### config.mk
export PLATFORM = sky130hd
export DESIGN_NAME = hex_display
export DESIGN_NICKNAME = d
export VERILOG_FILES = /design/src/rtl/ram_consts.svh /design/src/rtl/cpu_types_pkg.sv /design/src/rtl/board_pkg.sv /design/src/rtl/hex_display.sv
export SDC_FILE = /design/constraint.sdc
export NUM_CORES = 1
export LEC_CHECK = 0
export BUFFER_PORTS_ARGS = -buffer_cell sky130_fd_sc_hd__buf_4
export CORE_ASPECT_RATIO = 0.5
export CORE_MARGIN = 3
export CORE_UTILIZATION = 35
export DETAILED_ROUTE_END_ITERATION = 10
export GPL_TIMING_DRIVEN = 0
export PLACE_DENSITY = 0.73
export SLEW_MARGIN = 20
export SYNTH_ARGS = -nofsm -noshare
export SYNTH_HDL_FRONTEND = slang
export SYNTH_SLANG_ARGS = --single-unit
### constraint.sdc
create_clock -name vclk -period 1.79
set_input_delay 0.537 -clock vclk [all_inputs]
set_output_delay 0.537 -clock vclk [all_outputs]
set_load 0.005 [all_outputs]
### src/rtl/ram_consts.svh
// Memory geometry and timing constants for the RAM exerciser.
// Include in any file that sizes or times the word memory.

`ifndef RAM_CONSTS_SVH
`define RAM_CONSTS_SVH

// Word address bits decoded from byte address bits 9:2.
`define RAM_ADDR_BITS 8

// Words in the array, one per decoded address.
`define RAM_DEPTH 256

// Wait cycles from enable rise to ACCESS. Must be at least 1.
`define RAM_WAIT 2

`endif

### src/rtl/cpu_types_pkg.sv
// Types seen on the CPU side of the RAM port.
// Referenced by scoped name from the interface and the controller.

`default_nettype none

package cpu_types_pkg;

  // One data word.
  typedef logic [31:0] word_t;

  // Byte address, the word index sits in bits 9:2.
  typedef logic [31:0] addr_t;

  // RAM handshake state as reported by the memory.
  typedef enum logic [1:0] {
    FREE   = 2'b00, // No enable high.
    BUSY   = 2'b01, // Enable high, wait not over.
    ACCESS = 2'b10  // Access completes on the next edge.
  } ramstate_t;

endpackage

`default_nettype wire

### src/rtl/board_pkg.sv
// Types for the board I/O of the DE2-style exerciser.
// Covers the seven-segment displays, hex digits and LED banks.

`default_nettype none

package board_pkg;

  // Active-low segments, bit 0 is segment a.
  typedef logic [6:0] seg7_t;

  typedef logic [3:0] nibble_t;

  typedef logic [17:0] ledr_t; // Red LEDs.

  typedef logic [8:0] ledg_t; // Green LEDs.

endpackage

`default_nettype wire

### src/rtl/hex_display.sv
// Shows a 32-bit word as eight hex digits on active-low seven-segment displays.
// hex[0] carries the lowest nibble.

`timescale 1ns/1ps
`default_nettype none

module hex_display (
  input  cpu_types_pkg::word_t  value,
  output board_pkg::seg7_t      hex [7:0]
);

  // Segment order is gfedcba, a lit segment is 0.
  function automatic board_pkg::seg7_t seg_decode(input board_pkg::nibble_t d);
    board_pkg::seg7_t s;
    case (d)
      4'h0: s = 7'b1000000;
      4'h1: s = 7'b1111001;
      4'h2: s = 7'b0100100;
      4'h3: s = 7'b0110000;
      4'h4: s = 7'b0011001;
      4'h5: s = 7'b0010010;
      4'h6: s = 7'b0000010;
      4'h7: s = 7'b1111000;
      4'h8: s = 7'b0000000;
      4'h9: s = 7'b0010000;
      4'ha: s = 7'b0001000;
      4'hb: s = 7'b0000011;
      4'hc: s = 7'b0100111;
      4'hd: s = 7'b0100001;
      4'he: s = 7'b0000110;
      default: s = 7'b0001110; // F.
    endcase
    return s;
  endfunction

  always_comb
  begin
    for (int i = 0; i < 8; i++)
      hex[i] = seg_decode(value[4*i +: 4]);
  end

endmodule

`default_nettype wire

==> run_results.csv <==
group,metric,value,unit
outcome,status,"complete, but fails checks",
outcome,violations,"setup timing",
synthesis,synth_area_per_cell,8.13,um2
die,dieWidth,110,um
power,ir_drop,156,uV
sta,min_period,2.10,ns
sta,worstMarginPinSlew,0.269,ns
route,wl,5.74,mm
synthesis,synth_mux_area_frac,0.299,
placed_design,dpl.hpwl,3.98,mm
global_routing,grt_pass1_wl,9.17,mm
finish,clock_buffers,0,
power,power.leakage,1.66,nW
finish,fin_cells,414,
die,core,5070,um2
setup_path,cp_num_buf_inv,4,
die,io_pins,88,
sta,timing.final.crit_share,1.17,
power,fin_total_pwr,0.932,mW
setup_path,crit_fanout,6,
placed_design,io_buffer_count,88,
global_routing,antenna_found_initial,0,
finish,fillers,360,
die,core.rowCount,18,
worst_hold_path,hold_class,"in2out",
route,wl_per_cell,13.9,um
sta,holdWs,1.43,ns
global_routing,grt_max_degree,11,
sta,setup_violations,31,
finish,area_delta_synth_final,95.5,%
synthesis,syn_inst,232,
finish,register_area,0,um2
route,num_vias,2056,
setup_path,required,1.25,ns
setup_path,cp_top_family,"multiplexers",
route,ant_nets,0,
placed_design,dpl.cell_count,390,
synthesis,synth-compound-area-share,0.149,
sta,setup_tns,-6.04,ns
route,drtIter0Drc,69,
setup_path,worstPathCellList,"buf_12 -> inv_8 -> ha_4 -> inv_2 -> mux4_2 -> buf_6",
route,drc_errors,0,
setup_path,arrival,1.56,ns
synthesis,yosysSeqAreaShare,0,
synthesis,yosys_warnings,0,
sta,hold_viol,0,
sta,slew_headroom,0.820,
finish,final_common_cell,"buf_4",
synthesis,synth.cell_area,1890,um2
setup_path,end_kind,"output pin",
placed_design,gp_congestion,0.849,
finish,seq_cells,0,
synthesis,synth_cell_types,18,
route,drt_pass1_iterations,4,
setup_path,path_class,"in2out",
synthesis,synthXorXnorAreaFrac,0,
setup_path,slowest_stage,"mux4_2",
finish,final_cell_mix,"buf_4, buf_6, nor2_1",
synthesis,synthAdderAreaFrac,0.318,
placed_design,dp_slack,-0.385,ns
setup_path,startpoint_type,"primary input",
run,maxCapViolations,0,
finish,nNetsFinal,426,
synthesis,yosys.area_share.simple,0.133,
finish,diodes,0,
sta,finalWorstSetupSlack,-0.309,ns
synthesis,synth_top_family_by_area,"adder cells",
die,start_util,0.372,
global_routing,gr-total-overflow,0,
setup_path,max_stage_delay,0.46,ns
route,drt-vias-per-instance,4.97,
finish,drive_gt1_frac,0.640,
die,die_h,57.9,um
sta,rsz0062_at_grt,"yes",
clocking,postCtsHoldBufs,0,
die,die_area,6360,um2
synthesis,synthesis.nets,312,
sta,drv_slew,0,
power,power.density,253,nW/um2
sta,max_freq,0.476,GHz
global_routing,grt_pass1_vias,2013,
global_routing,grt_usage,0.170,
## layout make-up
class | instances | area (um2) | share of cell area
inverters | 24 | 248 | 0.0672
multi-input cells | 192 | 2050 | 0.555
repair buffers | 112 | 1150 | 0.311
well taps | 70 | 87.6 | 0.0237
plain buffers | 16 | 156 | 0.0424
## power by group
| group | internal (mW) | switching [mW] |
|---|---|---|
| combinational | 0.543 | 0.389 |
| sequential | 0 | 0 |
| clock | 0 | 0 |
## synth_stat cells
cell / count / area [um2]
nand2_1: 24 / 90.1
o2bb2ai_1: 4 / 35.0
o31ai_1: 4 / 30.0
o211ai_1: 4 / 30.0
mux2i_1: 20 / 200
mux4_1: 1 / 26.3
mux4_2: 15 / 338
a32o_1: 4 / 40.0
nand2b_1: 4 / 25.0
buf_6: 1 / 11.3
buf_4: 6 / 45.0
inv_1: 24 / 90.1
a21oi_1: 12 / 60.1
o21ai_0: 12 / 60.1
o22ai_1: 4 / 25.0
nor2_1: 36 / 135
ha_1: 48 / 601
buf_2: 9 / 45.0
## routing by layer
| metal | share of wire | GRT usage | up-vias |
|---|---|---|---|
| li1 | - | - | 1043 |
| met5 | 0 | 0 | - |
| met3 | 0.045 | 0.0200 | 4 |
| met1 | 0.40 | 0.195 | 965 |
| met4 | 0.0073 | 0.0107 | 0 |
| met2 | 0.55 | 0.349 | 44 |
## cells by family after synthesis
kind of cell	Yosys count
fa+ha+maj	48
simple gates	64
buf+inv	40
compound gates	44
mux	36
## stage by stage
stage           util  instance area [um2]
6_report       0.728                 3690
5_1_grt        0.728                 3690
4_1_cts        0.674                 3420
3_5_place_dp   0.569                 2890
3_3_place_gp   0.569                 2890
2_1_floorplan      -                 2140
## repair_timing
item,CTS,global route
resized for setup,98,63
endpoints found under the setup margin,52,50
pin swaps,16,20
setup buffers,16,11
## final timing paths
check / from / endpoint / slack, ns / cells after the start
worst max-delay path: value[29] / hex[52] / -0.31 / 6
worst min-delay path: value[0] / hex[1] / 1.43 / 4
(Power assumes the default switching activity.)
