File: src/rtl/ram_consts.svh
// Memory geometry and timing constants for the RAM exerciser.
// Include in any file that sizes or times the word memory.

`ifndef RAM_CONSTS_SVH
`define RAM_CONSTS_SVH

// Word address bits decoded from byte address bits 9:2.
`define RAM_ADDR_BITS 8

// Words in the array, one per decoded address.
`define RAM_DEPTH 256

// Wait cycles from enable rise to ACCESS. Must be at least 1.
`define RAM_WAIT 2

`endif

File: src/rtl/cpu_types_pkg.sv
// Types seen on the CPU side of the RAM port.
// Referenced by scoped name from the interface and the controller.

`default_nettype none

package cpu_types_pkg;

  // One data word.
  typedef logic [31:0] word_t;

  // Byte address, the word index sits in bits 9:2.
  typedef logic [31:0] addr_t;

  // RAM handshake state as reported by the memory.
  typedef enum logic [1:0] {
    FREE   = 2'b00, // No enable high.
    BUSY   = 2'b01, // Enable high, wait not over.
    ACCESS = 2'b10  // Access completes on the next edge.
  } ramstate_t;

endpackage

`default_nettype wire

File: src/rtl/board_pkg.sv
// Types for the board I/O of the DE2-style exerciser.
// Covers the seven-segment displays, hex digits and LED banks.

`default_nettype none

package board_pkg;

  // Active-low segments, bit 0 is segment a.
  typedef logic [6:0] seg7_t;

  typedef logic [3:0] nibble_t;

  typedef logic [17:0] ledr_t; // Red LEDs.

  typedef logic [8:0] ledg_t; // Green LEDs.

endpackage

`default_nettype wire

File: src/rtl/cpu_ram_if.sv
// RAM port between the access controller and the word memory.
// The controller holds an enable until the memory reports ACCESS
// for one cycle, and drops it on the following edge.

`timescale 1ns/1ps
`default_nettype none

interface cpu_ram_if;

  logic                      ram_wen;
  logic                      ram_ren;
  cpu_types_pkg::addr_t      ram_addr;
  cpu_types_pkg::word_t      ram_store;
  cpu_types_pkg::word_t      ram_load;
  cpu_types_pkg::ramstate_t  ram_state;

  modport ctrl (
    output ram_wen,
    output ram_ren,
    output ram_addr,
    output ram_store,
    input  ram_load,
    input  ram_state
  );

  modport mem (
    input  ram_wen,
    input  ram_ren,
    input  ram_addr,
    input  ram_store,
    output ram_load,
    output ram_state
  );

endinterface

`default_nettype wire

File: src/rtl/ram_ctrl.sv
// Access controller for the board exerciser.
// key_n[0] requests a write of sw[7:0] to address sw[15:8], key_n[1] a read.
// A read result is held in shown until the next read completes.
// ledg[0] is busy, ledg[1] pulses for one cycle as each access completes.

`timescale 1ns/1ps
`default_nettype none

`include "ram_consts.svh"

module ram_ctrl (
  input  logic                  CLOCK_50,
  input  logic                  rst,
  input  logic [1:0]            key_n,
  input  logic [15:0]           sw,
  cpu_ram_if.ctrl               ram,
  output cpu_types_pkg::word_t  shown,
  output board_pkg::ledg_t      ledg
);

  typedef enum logic [1:0] {IDLE, WRITE, READ} ctrl_state_t;

  ctrl_state_t           state;
  logic [1:0]            key_s1;
  logic [1:0]            key_s2;
  logic [1:0]            key_q;
  logic [1:0]            press;
  logic                  done_q;
  cpu_types_pkg::addr_t  addr_q;
  cpu_types_pkg::word_t  store_q;

  assign press = key_q & ~key_s2; // High to low on the synced key.

  always_ff @(posedge CLOCK_50)
  begin
    if (rst)
    begin
      key_s1 <= 2'b11; // Buttons idle high.
      key_s2 <= 2'b11;
      key_q  <= 2'b11;
      state  <= IDLE;
      shown  <= '0;
      done_q <= 1'b0;
    end
    else
    begin
      key_s1 <= key_n;
      key_s2 <= key_s1;
      key_q  <= key_s2;
      done_q <= 1'b0;
      case (state)
        IDLE:
        begin
          if (press[0])
            state <= WRITE; // Write wins a tie.
          else if (press[1])
            state <= READ;
        end
        WRITE:
        begin
          if (ram.ram_state == cpu_types_pkg::ACCESS)
          begin
            state  <= IDLE;
            done_q <= 1'b1;
          end
        end
        READ:
        begin
          if (ram.ram_state == cpu_types_pkg::ACCESS)
          begin
            state  <= IDLE;
            shown  <= ram.ram_load;
            done_q <= 1'b1;
          end
        end
        default: state <= IDLE;
      endcase
    end
  end

  // Operands are captured only when a press is accepted.
  always_ff @(posedge CLOCK_50)
  begin
    if (state == IDLE && (|press))
    begin
      addr_q  <= {22'b0, sw[15:8], 2'b00};
      store_q <= {24'b0, sw[7:0]};
    end
  end

  assign ram.ram_wen   = (state == WRITE);
  assign ram.ram_ren   = (state == READ);
  assign ram.ram_addr  = addr_q;
  assign ram.ram_store = store_q;

  assign ledg = {7'b0, done_q, state != IDLE};

  // The memory answers RAM_WAIT cycles after an enable rises.
  a_access_time: assert property (@(posedge CLOCK_50) disable iff (rst)
    $rose(ram.ram_wen || ram.ram_ren) |->
      ##(`RAM_WAIT) (ram.ram_state == cpu_types_pkg::ACCESS));

endmodule

`default_nettype wire

File: src/flat_wrapper.sv
// flat-port wrapper written by rule: the top's interface ports become plain ports
module ram_ctrl_flat 
  (CLOCK_50, rst, key_n, sw, shown, ledg, ram_ram_wen, ram_ram_ren, ram_ram_addr, ram_ram_store, ram_ram_load, ram_ram_state);
  cpu_ram_if ram_i ();
  input  logic CLOCK_50;
  input  logic rst;
  input  logic [1:0] key_n;
  input  logic [15:0] sw;
  output cpu_types_pkg::word_t shown;
  output board_pkg::ledg_t ledg;
  output wire logic [$bits(ram_i.ram_wen)-1:0] ram_ram_wen;
  output wire logic [$bits(ram_i.ram_ren)-1:0] ram_ram_ren;
  output wire logic [$bits(ram_i.ram_addr)-1:0] ram_ram_addr;
  output wire logic [$bits(ram_i.ram_store)-1:0] ram_ram_store;
  input wire logic [$bits(ram_i.ram_load)-1:0] ram_ram_load;
  input wire logic [$bits(ram_i.ram_state)-1:0] ram_ram_state;
  assign ram_ram_wen = ram_i.ram_wen;
  assign ram_ram_ren = ram_i.ram_ren;
  assign ram_ram_addr = ram_i.ram_addr;
  assign ram_ram_store = ram_i.ram_store;
  assign ram_i.ram_load = ram_ram_load;
  assign ram_i.ram_state = ram_ram_state;
  ram_ctrl u_core (.CLOCK_50(CLOCK_50), .rst(rst), .key_n(key_n), .sw(sw), .ram(ram_i), .shown(shown), .ledg(ledg));
endmodule
File: config.mk
export PLATFORM = sky130hd
export DESIGN_NAME = ram_ctrl_flat
export DESIGN_NICKNAME = d
export VERILOG_FILES = /design/src/rtl/cpu_types_pkg.sv /design/src/rtl/board_pkg.sv /design/src/rtl/cpu_ram_if.sv /design/src/rtl/ram_ctrl.sv /design/src/flat_wrapper.sv
export VERILOG_INCLUDE_DIRS = /design/src /design/src/rtl
export SDC_FILE = /design/constraint.sdc
export NUM_CORES = 1
export LEC_CHECK = 0
export BUFFER_PORTS_ARGS = -buffer_cell sky130_fd_sc_hd__buf_2
export CAP_MARGIN = 15
export CORE_ASPECT_RATIO = 1.1
export CORE_MARGIN = 8
export CORE_UTILIZATION = 37
export DETAILED_ROUTE_END_ITERATION = 8
export GPL_ROUTABILITY_DRIVEN = 0
export HOLD_SLACK_MARGIN = 0.02
export PLACE_DENSITY = 0.75
export SLEW_MARGIN = 10
export SYNTH_ARGS = -nofsm -noshare
export SYNTH_HDL_FRONTEND = slang
export SYNTH_SLANG_ARGS = --single-unit
File: constraint.sdc
create_clock -name CLOCK_50 -period 1.9 [get_ports CLOCK_50]
set_clock_uncertainty 0.05 [all_clocks]
set_input_delay 0 -clock CLOCK_50 [delete_from_list [all_inputs] [get_ports CLOCK_50]]
set_output_delay 0 -clock CLOCK_50 [all_outputs]
set_load 0.03 [all_outputs]
==> reports/qor.yml <==
run_status:
  status: "completed"
global_route:
  antenna_found_initial: 0
  grt_remaining_overflow: 0
  grt_max_degree: 42
  grt_pass1_vias: 2193
  grt_use_total: 0.1465
  grt_pass1_wl_um: 10720
timing:
  timing.setup.tns_ns: 0
  post-route-min-period_ns: 1.427
  hold_viol: 0
  setup_viol_count_final: 0
  fmax_mhz: 701.0
  rsz0062_at_grt: "no"
  setup_ws_ns: 0.4734
  slew_viol_final: 0
  fin_crit_sh: 0.7508
  tightest_slew_ns: 0.7838
  max-slew-margin-rel: 0.4775
finish:
  final_util: 0.5631
  syn2layout_area_growth_pct: 46.35
  nNetsFinal: 464
  drive_gt1_frac: 0.3285
  antenna_cells: 0
synthesis:
  synth_area_leaders: "dfxtp_1, edfxtp_1, buf_4"
  async_reset_ff_frac: 0
  yosys.area.top_type_share: 0.3424
  synth_warnings: 0
  synth.most_common_cell: "nand2_1"
  synth_ff_type: "dfxtp_1"
  ys_ff_latch: 57
  synth_top_area_cell: "dfxtp_1"
  seq_area_frac_synth: 0.5428
  synth_edf_count: 16
  synth.area.mux_share: 0
  synthAdderAreaFrac: 0.01566
  synth_area_um2: 2397
  synth_top_family_by_area: "buffers and inverters"
  synthCells: 247
  synth-simple-area-share: 0.1383
  syn_avg_cell_area_um2: 9.706
  synth.distinct_cells: 24
  synth-compound-area-share: 0.09290
  synth-xor-area-share: 0
  yosys-top-cells-count: "nand2_1, buf_4, dfxtp_1"
floorplanning:
  core_um2: 6231
  dieArea_um2: 9313
  std_cell_rows: 30
  die_height_um: 100.4
  start_util: 0.3847
  die_w_um: 92.75
  ios: 161
critical_path:
  rr_worst_depth: 6
  crit_path_end_kind: "register"
  cp.arrival_ns: 1.55
  worstSetupPathType: "register to register"
  worstPathRequired_ns: 2.03
  r2r_slack_ns: 0.47
  r2r_end: "u_core.shown[31]"
  r2r_start: "u_core.state[0]"
  cp-start-kind: "register"
  worst-path-max-fanout: 18
job:
  max-cap-violations: 0
clock_network:
  clockBufferDepth: 2
  cts_resized: 0
  htreeDepth: 3
  clockRootBuffer: "clkbuf_8"
  clock_sinks: 57
  cts_setup_buffers: 0
  clkLatencyLatePin_ns: 0.32
  cts_tree: "yes"
  cts_buffers: 9
  path_clk_slew_ns: 0.06
  hold_buffers: 52
route:
  ant_nets: 0
  wire_per_inst_um: 13.70
  route.detailed.drc: 0
  dr.pass1.iters: 4
  drt-initial-drc-count: 55
  vias: 2040
  avgViaCountPerCell: 4.155
  routed_wl_um: 6726
power_and_ir_drop:
  finalPower_w: 0.003027
  comb_power_share: 0.168
  pwr_density_cell_nw_per_um2: 862.8
  seqPwrFrac: 0.433
  intPower_w: 0.002223
  switchingPower_w: 0.0008039
  vdd_drop_max_v: 0.0004702
  p_clk_frac: 0.400
  switching_share: 0.2656
  p_leak_nw: 1.614
worst_hold_path:
  hold_class: "input pin to register"
  hold_start: "ram_ram_state[0]"
  min_delay_worst_endpoint: "u_core.state[1]"
  hold_depth: 4
placement:
  place_ws_ns: 0.4922
  port_buffers: 105
  dpl.hpwl_um: 4484
[cells in the final DEF, fill, tap and decap left out]
master and n:
and3b_1 1, a22oi_1 1, edfxtp_1 16, dfxtp_1 41, clkinv_2 1, nand4_1 1, buf_4 5, inv_1 3
buf_2 105, clkbuf_8 10, ha_1 3, a22o_1 1, nand3_1 1, conb_1 55, a21oi_1 27, a21oi_2 6
or2_2 6, a211oi_1 1, dlygate4sd3_1 52, clkinv_1 1, nor3b_1 1, a31oi_1 1, nand3b_1 1, clkbuf_1 1
bufinv_16 2, nand2b_1 3, nand2_1 64, a211o_1 1
[metal layers]
layer | share of wire | vias up | GRT usage
met5 | 0 | - | 0
met4 | 0.012 | 0 | 0.05211
met3 | 0.094 | 6 | 0.06348
met2 | 0.50 | 107 | 0.2577
met1 | 0.40 | 923 | 0.1510
li1 | - | 1004 | -
[state kept, by name (all words and copies together) (netlist names)]
signal	cells
u_core.state	2
u_core.key_s1	2
u_core.ram.ram_addr	8
u_core.shown	32
u_core.done_q	1
u_core.key_q	2
u_core.ram.ram_store	8
u_core.key_s2	2
[through the flow]
step                      cells  hold WS [ns]  instance area, um2
after floorplan             301       0.04887                2604
after global placement      424        0.1273                2778
after detailed placement    424        0.1288                2778
after CTS                   491        0.1471                3508
after global routing        491        0.1857                3508
final                       491        0.1759                3508
[critical path: stages (launching register included)]
cell and delay, ns:
dfxtp_1 0.38, inv_1 0.08, ha_1 0.23, and3b_1 0.20, buf_4 0.20, nand2_1 0.09, a21oi_1 0.06
[power groups by stage]
| stage | clock, W | combinational [W] | sequential (W) |
|---|---|---|---|
| 6_report | 0.00121 | 0.000508 | 0.00131 |
| 5_1_grt | 0.00129 | 0.000546 | 0.00131 |
| 4_1_cts | 0.00124 | 0.000500 | 0.00131 |
| 3_5_place_dp | 0 | 0.000416 | 0.00134 |
| 3_3_place_gp | 0 | 0.000410 | 0.00133 |
| 2_1_floorplan | 0 | 0.000329 | 0.00140 |
[kinds of logic after synthesis]
kind of cell	after synthesis
buffers and inverters	70
AO/OA/AOI/OAI	38
AND/OR/NAND/NOR	78
adder cells (fa/ha/maj)	3
other	1
flip-flops	57
[how the worst max path moves through the flow]
stage / start / endpoint / slack, ns / depth (start not counted)
after floorplan: u_core.state[0] / u_core.ram.ram_addr[2] / 0.22 / 4
after global placement: u_core.state[0] / u_core.shown[0] / 0.54 / 6
after detailed placement: u_core.state[0] / u_core.shown[8] / 0.49 / 6
after CTS: u_core.state[0] / u_core.shown[30] / 0.48 / 6
after global routing: u_core.state[0] / u_core.shown[1] / 0.34 / 6
final: u_core.state[0] / u_core.shown[31] / 0.47 / 6
[layout make-up]
cell class              instances  area (um2)
well taps                      80       100.1
inverters                       3       11.26
flip-flops and latches         57        1301
multi-input cells             174       802.0
fillers                       540        2723
repair buffers                162        1084
clock inverters                 4       68.82
clock buffers                  11       141.4
No activity file was read; power rests on OpenSTA's default activity.
